[src/hdl/md_defs.svh]
`ifndef MD_DEFS_SVH
`define MD_DEFS_SVH

// operand and result word width
`define MD_WIDTH 32

// multiply class: four partial products plus one sign step
`define MD_MUL_CYCLES 5

// one quotient bit per step
// a division is busy for MD_DIV_STEPS + 2 cycles
`define MD_DIV_STEPS 32

`endif
[src/hdl/md_pkg.sv]
`default_nettype none

`include "md_defs.svh"

package md_pkg;

	// encodings follow the old ALU2Op field
	typedef enum logic [3:0] {
		OP_MULT  = 4'h0,
		OP_MULTU = 4'h1,
		OP_DIVU  = 4'h2,
		OP_DIV   = 4'h3,
		OP_MADDU = 4'h4,
		OP_MADD  = 4'h5,
		OP_MSUB  = 4'h6,
		OP_MSUBU = 4'h7,
		OP_MUL   = 4'h8
	} md_op_e;

	typedef struct packed {
		md_op_e              op;
		logic [`MD_WIDTH-1:0] a; // rs
		logic [`MD_WIDTH-1:0] b; // rt
	} md_req_t;

	// direct MTHI / MTLO style write
	typedef struct packed {
		logic                 en;
		logic                 sel_hi;
		logic [`MD_WIDTH-1:0] data;
	} hilo_wr_t;

	// HI/LO seen as one accumulator or as two words
	typedef union packed {
		logic [2*`MD_WIDTH-1:0] acc;
		struct packed {
			logic [`MD_WIDTH-1:0] hi;
			logic [`MD_WIDTH-1:0] lo;
		} halves;
	} hilo_u;

endpackage

`default_nettype wire

[src/hdl/muldiv_unit.sv]
`timescale 1ns/1ns
`default_nettype none

`include "md_defs.svh"

module muldiv_unit import md_pkg::*; (
	input  wire logic                 clk,
	input  wire logic                 rst,
	input  wire logic                 start,
	input  wire logic                 kill,
	input  wire md_req_t              req,
	input  wire hilo_wr_t             hilo_wr,
	input  wire logic                 rd_hi,
	output logic                      busy,
	output logic [`MD_WIDTH-1:0]      hilo_out,
	output logic [`MD_WIDTH-1:0]      mul_out
);

	logic go_mul;
	logic go_div;
	logic finish;
	logic last;
	logic [5:0] step;
	md_op_e op_q;
	logic [`MD_WIDTH-1:0] a_q;
	logic [`MD_WIDTH-1:0] b_q;
	logic [2*`MD_WIDTH-1:0] product;
	logic [`MD_WIDTH-1:0] quotient;
	logic [`MD_WIDTH-1:0] remainder;

	md_ctrl ctrl_i (
		.clk    (clk),
		.rst    (rst),
		.start  (start),
		.kill   (kill),
		.req    (req),
		.last   (last),
		.busy   (busy),
		.go_mul (go_mul),
		.go_div (go_div),
		.finish (finish),
		.op_q   (op_q),
		.a_q    (a_q),
		.b_q    (b_q)
	);

	md_step_counter cnt_i (
		.clk    (clk),
		.rst    (rst),
		.go_mul (go_mul),
		.go_div (go_div),
		.step   (step),
		.last   (last)
	);

	md_multiplier mul_i (
		.clk     (clk),
		.rst     (rst),
		.go_mul  (go_mul),
		.op_q    (op_q),
		.a_q     (a_q),
		.b_q     (b_q),
		.step    (step),
		.product (product)
	);

	md_divider div_i (
		.clk       (clk),
		.rst       (rst),
		.go_div    (go_div),
		.op_q      (op_q),
		.a_q       (a_q),
		.b_q       (b_q),
		.step      (step),
		.quotient  (quotient),
		.remainder (remainder)
	);

	hilo_reg hilo_i (
		.clk       (clk),
		.rst       (rst),
		.busy      (busy),
		.finish    (finish),
		.op_q      (op_q),
		.product   (product),
		.quotient  (quotient),
		.remainder (remainder),
		.hilo_wr   (hilo_wr),
		.rd_hi     (rd_hi),
		.hilo_out  (hilo_out),
		.mul_out   (mul_out)
	);

endmodule

`default_nettype wire

[src/hdl/hilo_reg.sv]
`timescale 1ns/1ns
`default_nettype none

`include "md_defs.svh"

module hilo_reg import md_pkg::*; (
	input  wire logic                   clk,
	input  wire logic                   rst,
	input  wire logic                   busy,
	input  wire logic                   finish,
	input  wire md_op_e                 op_q,
	input  wire logic [2*`MD_WIDTH-1:0] product,
	input  wire logic [`MD_WIDTH-1:0]   quotient,
	input  wire logic [`MD_WIDTH-1:0]   remainder,
	input  wire hilo_wr_t               hilo_wr,
	input  wire logic                   rd_hi,
	output logic [`MD_WIDTH-1:0]        hilo_out,
	output logic [`MD_WIDTH-1:0]        mul_out
);

	hilo_u hilo;

	always_ff @(posedge clk) begin
		if (!rst) begin
			hilo.acc <= '0;
			mul_out  <= '0;
		end else if (finish) begin
			case (op_q)
				OP_MULT, OP_MULTU: hilo.acc <= product;
				OP_MADD, OP_MADDU: hilo.acc <= hilo.acc + product;
				OP_MSUB, OP_MSUBU: hilo.acc <= hilo.acc - product;
				OP_DIV, OP_DIVU: begin
					hilo.halves.hi <= remainder;
					hilo.halves.lo <= quotient;
				end
				OP_MUL:  mul_out <= product[`MD_WIDTH-1:0]; // HI/LO untouched
				default: ;
			endcase
		end else if (hilo_wr.en && !busy) begin
			// a write while busy is dropped
			if (hilo_wr.sel_hi)
				hilo.halves.hi <= hilo_wr.data;
			else
				hilo.halves.lo <= hilo_wr.data;
		end
	end

	assign hilo_out = rd_hi ? hilo.halves.hi : hilo.halves.lo;

	// a second finish would accumulate twice
	a_finish_once: assert property (@(posedge clk) disable iff (!rst) finish |=> !finish);

endmodule

`default_nettype wire

[src/hdl/md_divider.sv]
`timescale 1ns/1ns
`default_nettype none

`include "md_defs.svh"

module md_divider import md_pkg::*; (
	input  wire logic                 clk,
	input  wire logic                 rst,
	input  wire logic                 go_div,
	input  wire md_op_e               op_q,
	input  wire logic [`MD_WIDTH-1:0] a_q,
	input  wire logic [`MD_WIDTH-1:0] b_q,
	input  wire logic [5:0]           step,
	output logic [`MD_WIDTH-1:0]      quotient,
	output logic [`MD_WIDTH-1:0]      remainder
);

	localparam int W = `MD_WIDTH;

	logic sgn;
	logic is_div;
	logic neg_quo;
	logic neg_rem;
	logic [W-1:0] quo; // dividend shifts out, quotient bits shift in
	logic [W-1:0] rem;
	logic [W-1:0] dvs;
	logic [W:0] rem_sh;
	logic [W:0] diff;

	assign sgn    = (op_q == OP_DIV);
	assign is_div = (op_q == OP_DIV) || (op_q == OP_DIVU);

	// trial subtract, sign bit of diff says restore
	assign rem_sh = {rem, quo[W-1]};
	assign diff   = rem_sh - {1'b0, dvs};

	always_ff @(posedge clk) begin
		if (!rst) begin
			neg_quo <= 1'b0;
			neg_rem <= 1'b0;
		end else if (go_div) begin
			neg_quo <= sgn && (a_q[W-1] ^ b_q[W-1]);
			neg_rem <= sgn && a_q[W-1]; // remainder follows dividend
		end
	end

	always_ff @(posedge clk) begin
		if (go_div) begin
			quo <= (sgn && a_q[W-1]) ? -a_q : a_q;
			dvs <= (sgn && b_q[W-1]) ? -b_q : b_q;
		end else if (is_div) begin
			if (step == 6'd0) begin
				rem <= '0;
			end else if (step <= 6'(`MD_DIV_STEPS)) begin
				if (!diff[W]) begin
					rem <= diff[W-1:0];
					quo <= {quo[W-2:0], 1'b1};
				end else begin
					rem <= rem_sh[W-1:0];
					quo <= {quo[W-2:0], 1'b0};
				end
			end
		end
	end

	// zero divisor needs no special case
	// every trial passes, giving all ones and the dividend
	assign quotient  = neg_quo ? -quo : quo;
	assign remainder = neg_rem ? -rem : rem;

endmodule

`default_nettype wire

[src/hdl/md_multiplier.sv]
`timescale 1ns/1ns
`default_nettype none

`include "md_defs.svh"

module md_multiplier import md_pkg::*; (
	input  wire logic                   clk,
	input  wire logic                   rst,
	input  wire logic                   go_mul,
	input  wire md_op_e                 op_q,
	input  wire logic [`MD_WIDTH-1:0]   a_q,
	input  wire logic [`MD_WIDTH-1:0]   b_q,
	input  wire logic [5:0]             step,
	output logic [2*`MD_WIDTH-1:0]      product
);

	localparam int W = `MD_WIDTH;
	localparam int H = W / 2;

	logic sgn;
	logic neg_q;
	logic [W-1:0] a_mag;
	logic [W-1:0] b_mag;
	logic [2*W-1:0] acc;
	logic [H-1:0] a_half;
	logic [H-1:0] b_half;
	logic [W-1:0] pp;
	logic [2*W-1:0] pp_ext;

	always_comb begin
		case (op_q)
			OP_MULT, OP_MADD, OP_MSUB, OP_MUL: sgn = 1'b1;
			default:                           sgn = 1'b0;
		endcase
	end

	// step[0] picks the half of a, step[1] the half of b
	assign a_half = step[0] ? a_mag[W-1:H] : a_mag[H-1:0];
	assign b_half = step[1] ? b_mag[W-1:H] : b_mag[H-1:0];
	assign pp     = a_half * b_half;
	assign pp_ext = {{W{1'b0}}, pp} << (H * ({1'b0, step[0]} + {1'b0, step[1]}));

	always_ff @(posedge clk) begin
		if (!rst)
			neg_q <= 1'b0;
		else if (go_mul)
			neg_q <= sgn && (a_q[W-1] ^ b_q[W-1]); // exactly one negative
	end

	always_ff @(posedge clk) begin
		if (go_mul) begin
			a_mag <= (sgn && a_q[W-1]) ? -a_q : a_q;
			b_mag <= (sgn && b_q[W-1]) ? -b_q : b_q;
			acc   <= '0;
		end else if (step < 6'(`MD_MUL_CYCLES - 1)) begin
			acc <= acc + pp_ext;
		end
	end

	// finish step, sign goes back on
	assign product = neg_q ? -acc : acc;

endmodule

`default_nettype wire

[src/hdl/md_step_counter.sv]
`timescale 1ns/1ns
`default_nettype none

`include "md_defs.svh"

module md_step_counter import md_pkg::*; (
	input  wire logic clk,
	input  wire logic rst,
	input  wire logic go_mul,
	input  wire logic go_div,
	output logic [5:0] step,
	output logic       last
);

	logic [5:0] count;
	logic kind_div; // kind of the running operation
	logic [5:0] lim;

	// mul: steps 0..4, div: steps 0..33
	assign lim = kind_div ? 6'(`MD_DIV_STEPS + 1) : 6'(`MD_MUL_CYCLES - 1);

	always_ff @(posedge clk) begin
		if (!rst) begin
			count    <= '0;
			kind_div <= 1'b0;
		end else if (go_mul || go_div) begin
			count    <= '0;
			kind_div <= go_div;
		end else if (count != lim) begin
			count <= count + 6'd1; // parks at the limit when done
		end
	end

	assign step = count;
	assign last = (count == lim);

	a_mul_len: assert property (@(posedge clk) disable iff (!rst)
		go_mul |-> ##(`MD_MUL_CYCLES) last);
	a_div_len: assert property (@(posedge clk) disable iff (!rst)
		go_div |-> ##(`MD_DIV_STEPS + 2) last);

endmodule

`default_nettype wire

[src/hdl/md_ctrl.sv]
`timescale 1ns/1ns
`default_nettype none

`include "md_defs.svh"

module md_ctrl import md_pkg::*; (
	input  wire logic                 clk,
	input  wire logic                 rst,
	input  wire logic                 start,
	input  wire logic                 kill,
	input  wire md_req_t              req,
	input  wire logic                 last,
	output logic                      busy,
	output logic                      go_mul,
	output logic                      go_div,
	output logic                      finish,
	output md_op_e                    op_q,
	output logic [`MD_WIDTH-1:0]      a_q,
	output logic [`MD_WIDTH-1:0]      b_q
);

	typedef enum logic [1:0] {
		S_IDLE,
		S_MUL,
		S_DIV
	} state_e;

	state_e state;
	state_e state_n;
	logic accept;
	logic is_div;
	md_op_e op_r;
	logic [`MD_WIDTH-1:0] a_r;
	logic [`MD_WIDTH-1:0] b_r;

	always_comb begin
		case (req.op)
			OP_DIV, OP_DIVU: is_div = 1'b1;
			default:         is_div = 1'b0;
		endcase
	end

	assign accept = start && (state == S_IDLE) && !kill; // kill refuses the start
	assign go_mul = accept && !is_div;
	assign go_div = accept && is_div;

	always_comb begin
		state_n = state;
		case (state)
			S_IDLE: begin
				if (go_div)
					state_n = S_DIV;
				else if (go_mul)
					state_n = S_MUL;
			end
			S_MUL, S_DIV: begin
				if (last)
					state_n = S_IDLE;
			end
			default: state_n = S_IDLE;
		endcase
	end

	always_ff @(posedge clk) begin
		if (!rst) begin
			state <= S_IDLE;
			op_r  <= OP_MULT;
		end else begin
			state <= state_n;
			if (accept)
				op_r <= req.op;
		end
	end

	always_ff @(posedge clk) begin
		if (accept) begin
			a_r <= req.a;
			b_r <= req.b;
		end
	end

	assign busy   = (state != S_IDLE);
	assign finish = busy && last; // final busy cycle

	// on the accept cycle the data paths see the new request directly,
	// so they can load it on the same edge as the latch
	assign op_q = accept ? req.op : op_r;
	assign a_q  = accept ? req.a : a_r;
	assign b_q  = accept ? req.b : b_r;

	// last parks high while idle, the counter must drop it on a start
	a_no_early_last: assert property (@(posedge clk) disable iff (!rst)
		(go_mul || go_div) |=> !last);

endmodule

`default_nettype wire

[config.mk]
export PLATFORM = sky130hd
export DESIGN_NAME = muldiv_unit
export DESIGN_NICKNAME = d
export VERILOG_FILES = /design/src/hdl/md_pkg.sv /design/src/hdl/muldiv_unit.sv /design/src/hdl/hilo_reg.sv /design/src/hdl/md_divider.sv /design/src/hdl/md_multiplier.sv /design/src/hdl/md_step_counter.sv /design/src/hdl/md_ctrl.sv
export VERILOG_INCLUDE_DIRS = /design/src /design/src/hdl
export SDC_FILE = /design/constraint.sdc
export NUM_CORES = 2
export LEC_CHECK = 0
export BUFFER_PORTS_ARGS = -buffer_cell sky130_fd_sc_hd__buf_2
export CAP_MARGIN = 20
export CELL_PAD_IN_SITES_DETAIL_PLACEMENT = 0
export CELL_PAD_IN_SITES_GLOBAL_PLACEMENT = 2
export CORE_UTILIZATION = 42
export CTS_CLUSTER_SIZE = 16
export DETAILED_ROUTE_END_ITERATION = 8
export GPL_ROUTABILITY_DRIVEN = 0
export HOLD_SLACK_MARGIN = 0.03
export PLACE_DENSITY = 0.92
export SETUP_SLACK_MARGIN = 0.05
export SYNTH_ARGS = -nofsm -noshare
export SYNTH_HDL_FRONTEND = slang
export SYNTH_SLANG_ARGS = --single-unit
[constraint.sdc]
create_clock -name clk -period 17.5 [get_ports clk]
set_clock_uncertainty 0.15 [all_clocks]
set_input_delay 1.75 -clock clk [delete_from_list [all_inputs] [get_ports clk]]
set_output_delay 1.75 -clock clk [all_outputs]
set_load 0.005 [all_outputs]
* Word-level counts from Yosys, hierarchy flattened
Cells that the tools add are included.
** Storage, ports and cells
- Register bits :: 400
- Output and inout port bits :: 65
** Operators by class
- Add/subtract/negate cells :: 11
- Multipliers :: 1
- $lt $le $gt $ge :: 2
- Equality and inequality tests :: 19
- Shifts and indexed selects :: 1
- Muxes and demuxes :: 32
- Bitwise gates (word level) :: 3
- Reduce and logical (&&, ||, !) cells :: 40
** Operator list (number)
- 32-bit two-way mux :: 17
- 64-bit case mux with 4 select lines :: 1
- 64-bit two-way mux :: 3
- 64-bit adder :: 2
- 32-bit negation :: 4
- 64-bit negation :: 1
- 32-bit by 32-bit left shift with 64-bit output :: 1
- 64-bit subtractor :: 1
- 33-bit by 32-bit subtractor with 33-bit output :: 1
- 16-bit by 16-bit multiplier with 32-bit output :: 1
- 16-bit two-way mux :: 2
- 4-bit by 2-bit equality test with 1-bit output, second input constant :: 4
- 4-bit by 3-bit equality test with 1-bit output, second input constant :: 4
- 2-bit OR reduction :: 7
- 1-bit logical AND :: 12
- 3-bit AND reduction :: 4
- 2-bit nonzero test :: 6
- 6-bit by 1-bit adder with 6-bit output, second input constant :: 1
- 6-bit equality test :: 1
- 6-bit less-or-equal comparator, second input constant :: 1
- 6-bit logical NOT :: 1
- 6-bit by 3-bit less-than comparator with 1-bit output, second input constant :: 1
- 2-bit two-way mux :: 3
- 6-bit two-way mux :: 1
- other kinds (21) :: 29

* Longest topological paths before layout
- Word-level depth :: 9
- Mapped depth :: 42

* By module
A second synthesis with hierarchy kept.
** Second synthesis, totals
- Cells, all modules :: 4989
- Area, all modules :: 41504.8 um^2
** Modules (own cells, without submodules)
- md_multiplier :: instances 1, cells each 2430, area an instance 20044.2 um^2, seq. area each 3223.1 um^2
- hilo_reg :: instances 1, cells each 1413, area an instance 10229.8 um^2, seq. area each 1921.8 um^2
- md_divider :: instances 1, cells each 938, area an instance 8425.6 um^2, seq. area each 2922.8 um^2
- md_ctrl :: instances 1, cells each 169, area an instance 2426.1 um^2, seq. area each 1401.3 um^2
- md_step_counter :: instances 1, cells each 39, area an instance 379.1 um^2, seq. area each 140.1 um^2

* Least setup slack after synthesis
OpenSTA, ideal clock, no wires.
- Path type :: flip-flop to flip-flop
- Start point :: register cnt_i.count[0] (netlist: cnt_i.step[0])
- End point :: register mul_i.acc[56]
- Arrival time :: 9.934 ns
- Required time :: 17.288 ns
- Setup slack :: 7.354 ns
- Stages on the path, launching flop included :: 39
- Clock period less this slack :: 10.146 ns
- Cell sequence :: dfxtp_1 > clkbuf_1 > clkbuf_1 > buf_1 > mux2i_1 > nor2_1 > fa_1 > inv_1 > fa_1 > fa_1 > inv_1 > fa_1 > fa_1 > inv_1 > fa_1 > inv_1 > ha_1 > and3_1 > (+3 left out) > a21oi_1 > o21ba_2 > o21bai_1 > a21oi_1 > xnor2_1 > a21oi_1 > nor2_1 > ha_1 > clkbuf_1 > nand4_1 > or3_1 > or2_2 > o21ai_0 > a21oi_1 > o31ai_1 > a21oi_1 > or4_1 > nand3_1
** On the way
- Word-level cells in the longest chain between the ends :: 4
- Elaborated cells between the ends (all ways) :: 6
- Classes of those cells :: add/sub: 2; mul: 1; order compare: 1; shift: 1; mux: 1
** Ends and longest elaborated chain
- from (decl) :: RTL line md_step_counter.sv:15 : logic [5:0] count;
- from (signal assigned) :: RTL line md_step_counter.sv:30 : count <= count + 6'd1;
- 16-bit two-way mux :: RTL line md_multiplier.sv:38 : assign a_half = step[0] ? a_mag[W-1:H] : a_mag[H-1:0];
- 16-bit by 16-bit multiplier with 32-bit output :: RTL line md_multiplier.sv:40 : assign pp = a_half * b_half;
- 32-bit by 32-bit left shift with 64-bit output :: RTL line md_multiplier.sv:41 : assign pp_ext = {{W{1'b0}}, pp} << (H * ({1'b0, step[0]} + {1'b0, step[1]}));
- 64-bit adder :: RTL line md_multiplier.sv:56 : acc <= acc + pp_ext;
- to (signal assigned) :: RTL line md_multiplier.sv:56
- to (decl) :: RTL line md_multiplier.sv:24 : logic [2*W-1:0] acc;
Parallel ways exist; a longest one is shown, timed or not.
A chain may end at the register's enable or synchronous reset.

* Final worst setup path
Ends and elaborated chain as after synthesis.

==> out/results.ini <==
[route]
remaining_drc_errors = 68
wl_per_cell_um = 23.3
drt_iter0_markers = 3460
num_vias = 37600
final_antenna_net_count = 0
viasPerCell = 5.87
drt-total-wl_um = 149000
dr.pass1.iters = 7

[yosys]
syn_inst = 5037
yosysTopAreaCell = dfxtp_1
synth.distinct_cells = 92
synthMuxAreaShare_pct = 5.18
yosysSeqAreaShare_pct = 23.4
yosysTopAreaCellShare_pct = 11.7
synth_warnings = 0
synth-edff-count = 160
synth-adder-area-share_pct = 17.8
synth_common_cells = 612 x nand2_1, 470 x nor2_1, 397 x inv_1
synth-simple-area-share_pct = 19.1
ys_top_cells_by_area = dfxtp_1 12%, edfxtp_1 12%, fa_1 9.6%
synth_top_family_by_area = simple AND/OR/NAND/NOR gates
yosys.area_share.xor_xnor_pct = 9.81
async_reset_ff_share_pct = 0
netlist_area_mm2 = 0.0411
synth.most_common_cell = nand2_1
synth_compound_gate_area_share_pct = 18.8
synth_seq_cells = 400
dominantRegCellSynth = dfxtp_1
avgSynthCellArea_um2 = 8.16
syn_nets = 5611

[clock_tree]
cts_sinks = 400
cts_tree = yes
clkTransAtPathRegs_ns = 0.06
cts_resized = 0
holdBufCountCts = 0
clk_latency_ns = 0.65
ctsRootBufferMaster = clkbuf_16
h-tree-depth = 2
cts_made_buffers = 48
post_cts_buffers = 0
ctsLongestPathBuffers = 3

[finish]
fin_nets = 5665
area_delta_synth_final_pct = 9.39
drive_gt1_share_pct = 9.12
stdcell_count = 6407
final_util_pct = 46.4

[global_route]
grt.overflow.total = 0
antenna_found_initial = 1
grt_pass1_vias = 35000
track_usage_pct = 29.5
grt_pass1_wl_um = 222000
grt_max_degree = 73

[min_path]
min_from = hilo_i.hilo[48]
worst_hold_path_type = register to register
min_delay_path_depth = 2
min_to = hilo_i.hilo[48]

[timing]
fin_tns_setup_ns = 0
report.final.slew_viol_count = 0
relSlewSlack_pct = 19.0
grt_setup_unrepaired = no
period_minus_slack_ns = 11.12
fmax_mhz = 89.9
hold_viol = 0
worst_slew_pin_slew_ns = 1.21
setup_viol = 0
fin_crit_sh_pct = 63.6
hold-worst-slack_ns = 0.328

[worst_setup_path]
crit_top_cell = fa_1
reg2regPathDepth = 33
cp_slowest_cell = dfxtp_2
worstPathArrival_ns = 11.54
worstSetupEndpointType = register
rrSetupSlack_ns = 6.38
cp_slowest_stage_delay_ns = 0.97
critical_path_peak_fanout = 37
start_kind = register
criticalPathCategory = register to register
crit_required_ns = 17.92
r2r-end = mul_i.acc[56]
r2r_start = cnt_i.step[0]

[run]
maxCapViolations = 0

[floorplanning]
core.rowCount = 114
core_mm2 = 0.0969
fp.dieW_um = 315
ioPinCount = 172
start_util_pct = 42.4
dieArea_mm2 = 0.0991
die_h_um = 315

[status]
violations = DRC
status = complete, but fails checks

[placement]
dp_cells = 6317
io_buffers = 171
hpwl_um = 119000

## routing by layer
metal  wire (µm)  GRT usage, %  up-vias
met1       67400          42.3    18100
met3       11200          3.55      250
met4        6030          10.9        2
met2       64600          45.2     1504
met5           7             0        -
li1            -             -    17700
## cell families after synthesis
logic type               Yosys count
AND/OR/NAND/NOR                 1682
AO/OA/AOI/OAI                   1189
buffers and inverters            635
adder cells (fa/ha/maj)          467
XOR/XNOR                         459
flip-flops                       400
multiplexers                     205
## cells in the final DEF, fill, tap and decap left out, types with 33 or more instances in the layout
| cell type | instances |
|---|---|
| a211oi_1 | 33 |
| nand2b_1 | 43 |
| nand4_1 | 56 |
| nand3_1 | 86 |
| inv_1 | 396 |
| buf_2 | 171 |
| o221ai_1 | 45 |
| ha_1 | 270 |
| o21ai_0 | 246 |
| o21bai_1 | 34 |
| dfxtp_1 | 238 |
| and3_1 | 47 |
| nor2_1 | 466 |
| nand2_1 | 610 |
| nor3_1 | 92 |
| a31oi_1 | 42 |
| fa_1 | 197 |
| xnor2_1 | 254 |
| a21o_1 | 110 |
| nor2b_1 | 62 |
| and2_1 | 45 |
| mux2_2 | 61 |
| mux2i_1 | 144 |
| buf_4 | 69 |
| xor2_1 | 203 |
| edfxtp_1 | 160 |
| a21oi_1 | 347 |
| clkbuf_16 | 48 |
| or3_1 | 36 |
| o31ai_1 | 76 |
## through the flow
stage               setup slack [ns]  area [µm²]
finish                          6.38       45000
global route                    5.59       45000
CTS                             6.48       45000
detailed placement              6.50       43200
global placement                6.75       43200
floorplan                       7.35       41100
## critical path, delay by kind of cell (launching register included)
family	cells	cell delay (ns)
buf+inv	4	0.20
mux	2	0.96
fa+ha+maj	8	3.91
compound gates	7	2.12
xor+xnor	1	0.27
flops	1	0.97
simple gates	11	2.44
## worst max path at each step
stage / start / to / slack (ns) / cells past startpoint
2_1_floorplan: cnt_i.step[0] / mul_i.acc[56] / 7.35 / 38
3_3_place_gp: cnt_i.step[0] / mul_i.acc[56] / 6.75 / 32
3_5_place_dp: cnt_i.step[0] / mul_i.acc[56] / 6.50 / 32
4_1_cts: cnt_i.step[0] / mul_i.acc[56] / 6.48 / 32
5_1_grt: cnt_i.step[0] / mul_i.acc[56] / 5.59 / 32
6_report: cnt_i.step[0] / mul_i.acc[56] / 6.38 / 33
## cell type report
cell class / instances / area [µm²]
clock buffers: 59 / 1310
repair buffers: 240 / 1370
diodes: 1 / 2.50
well taps: 1276 / 1600
multi-input cells: 4002 / 29100
flip-flops and latches: 400 / 9610
fillers: 9624 / 51900
clock inverters: 30 / 427
inverters: 399 / 1500
Power is left out: the tool's default activity adds up to more than one toggle a clock period on the data nets, which glitch-free logic cannot reach.
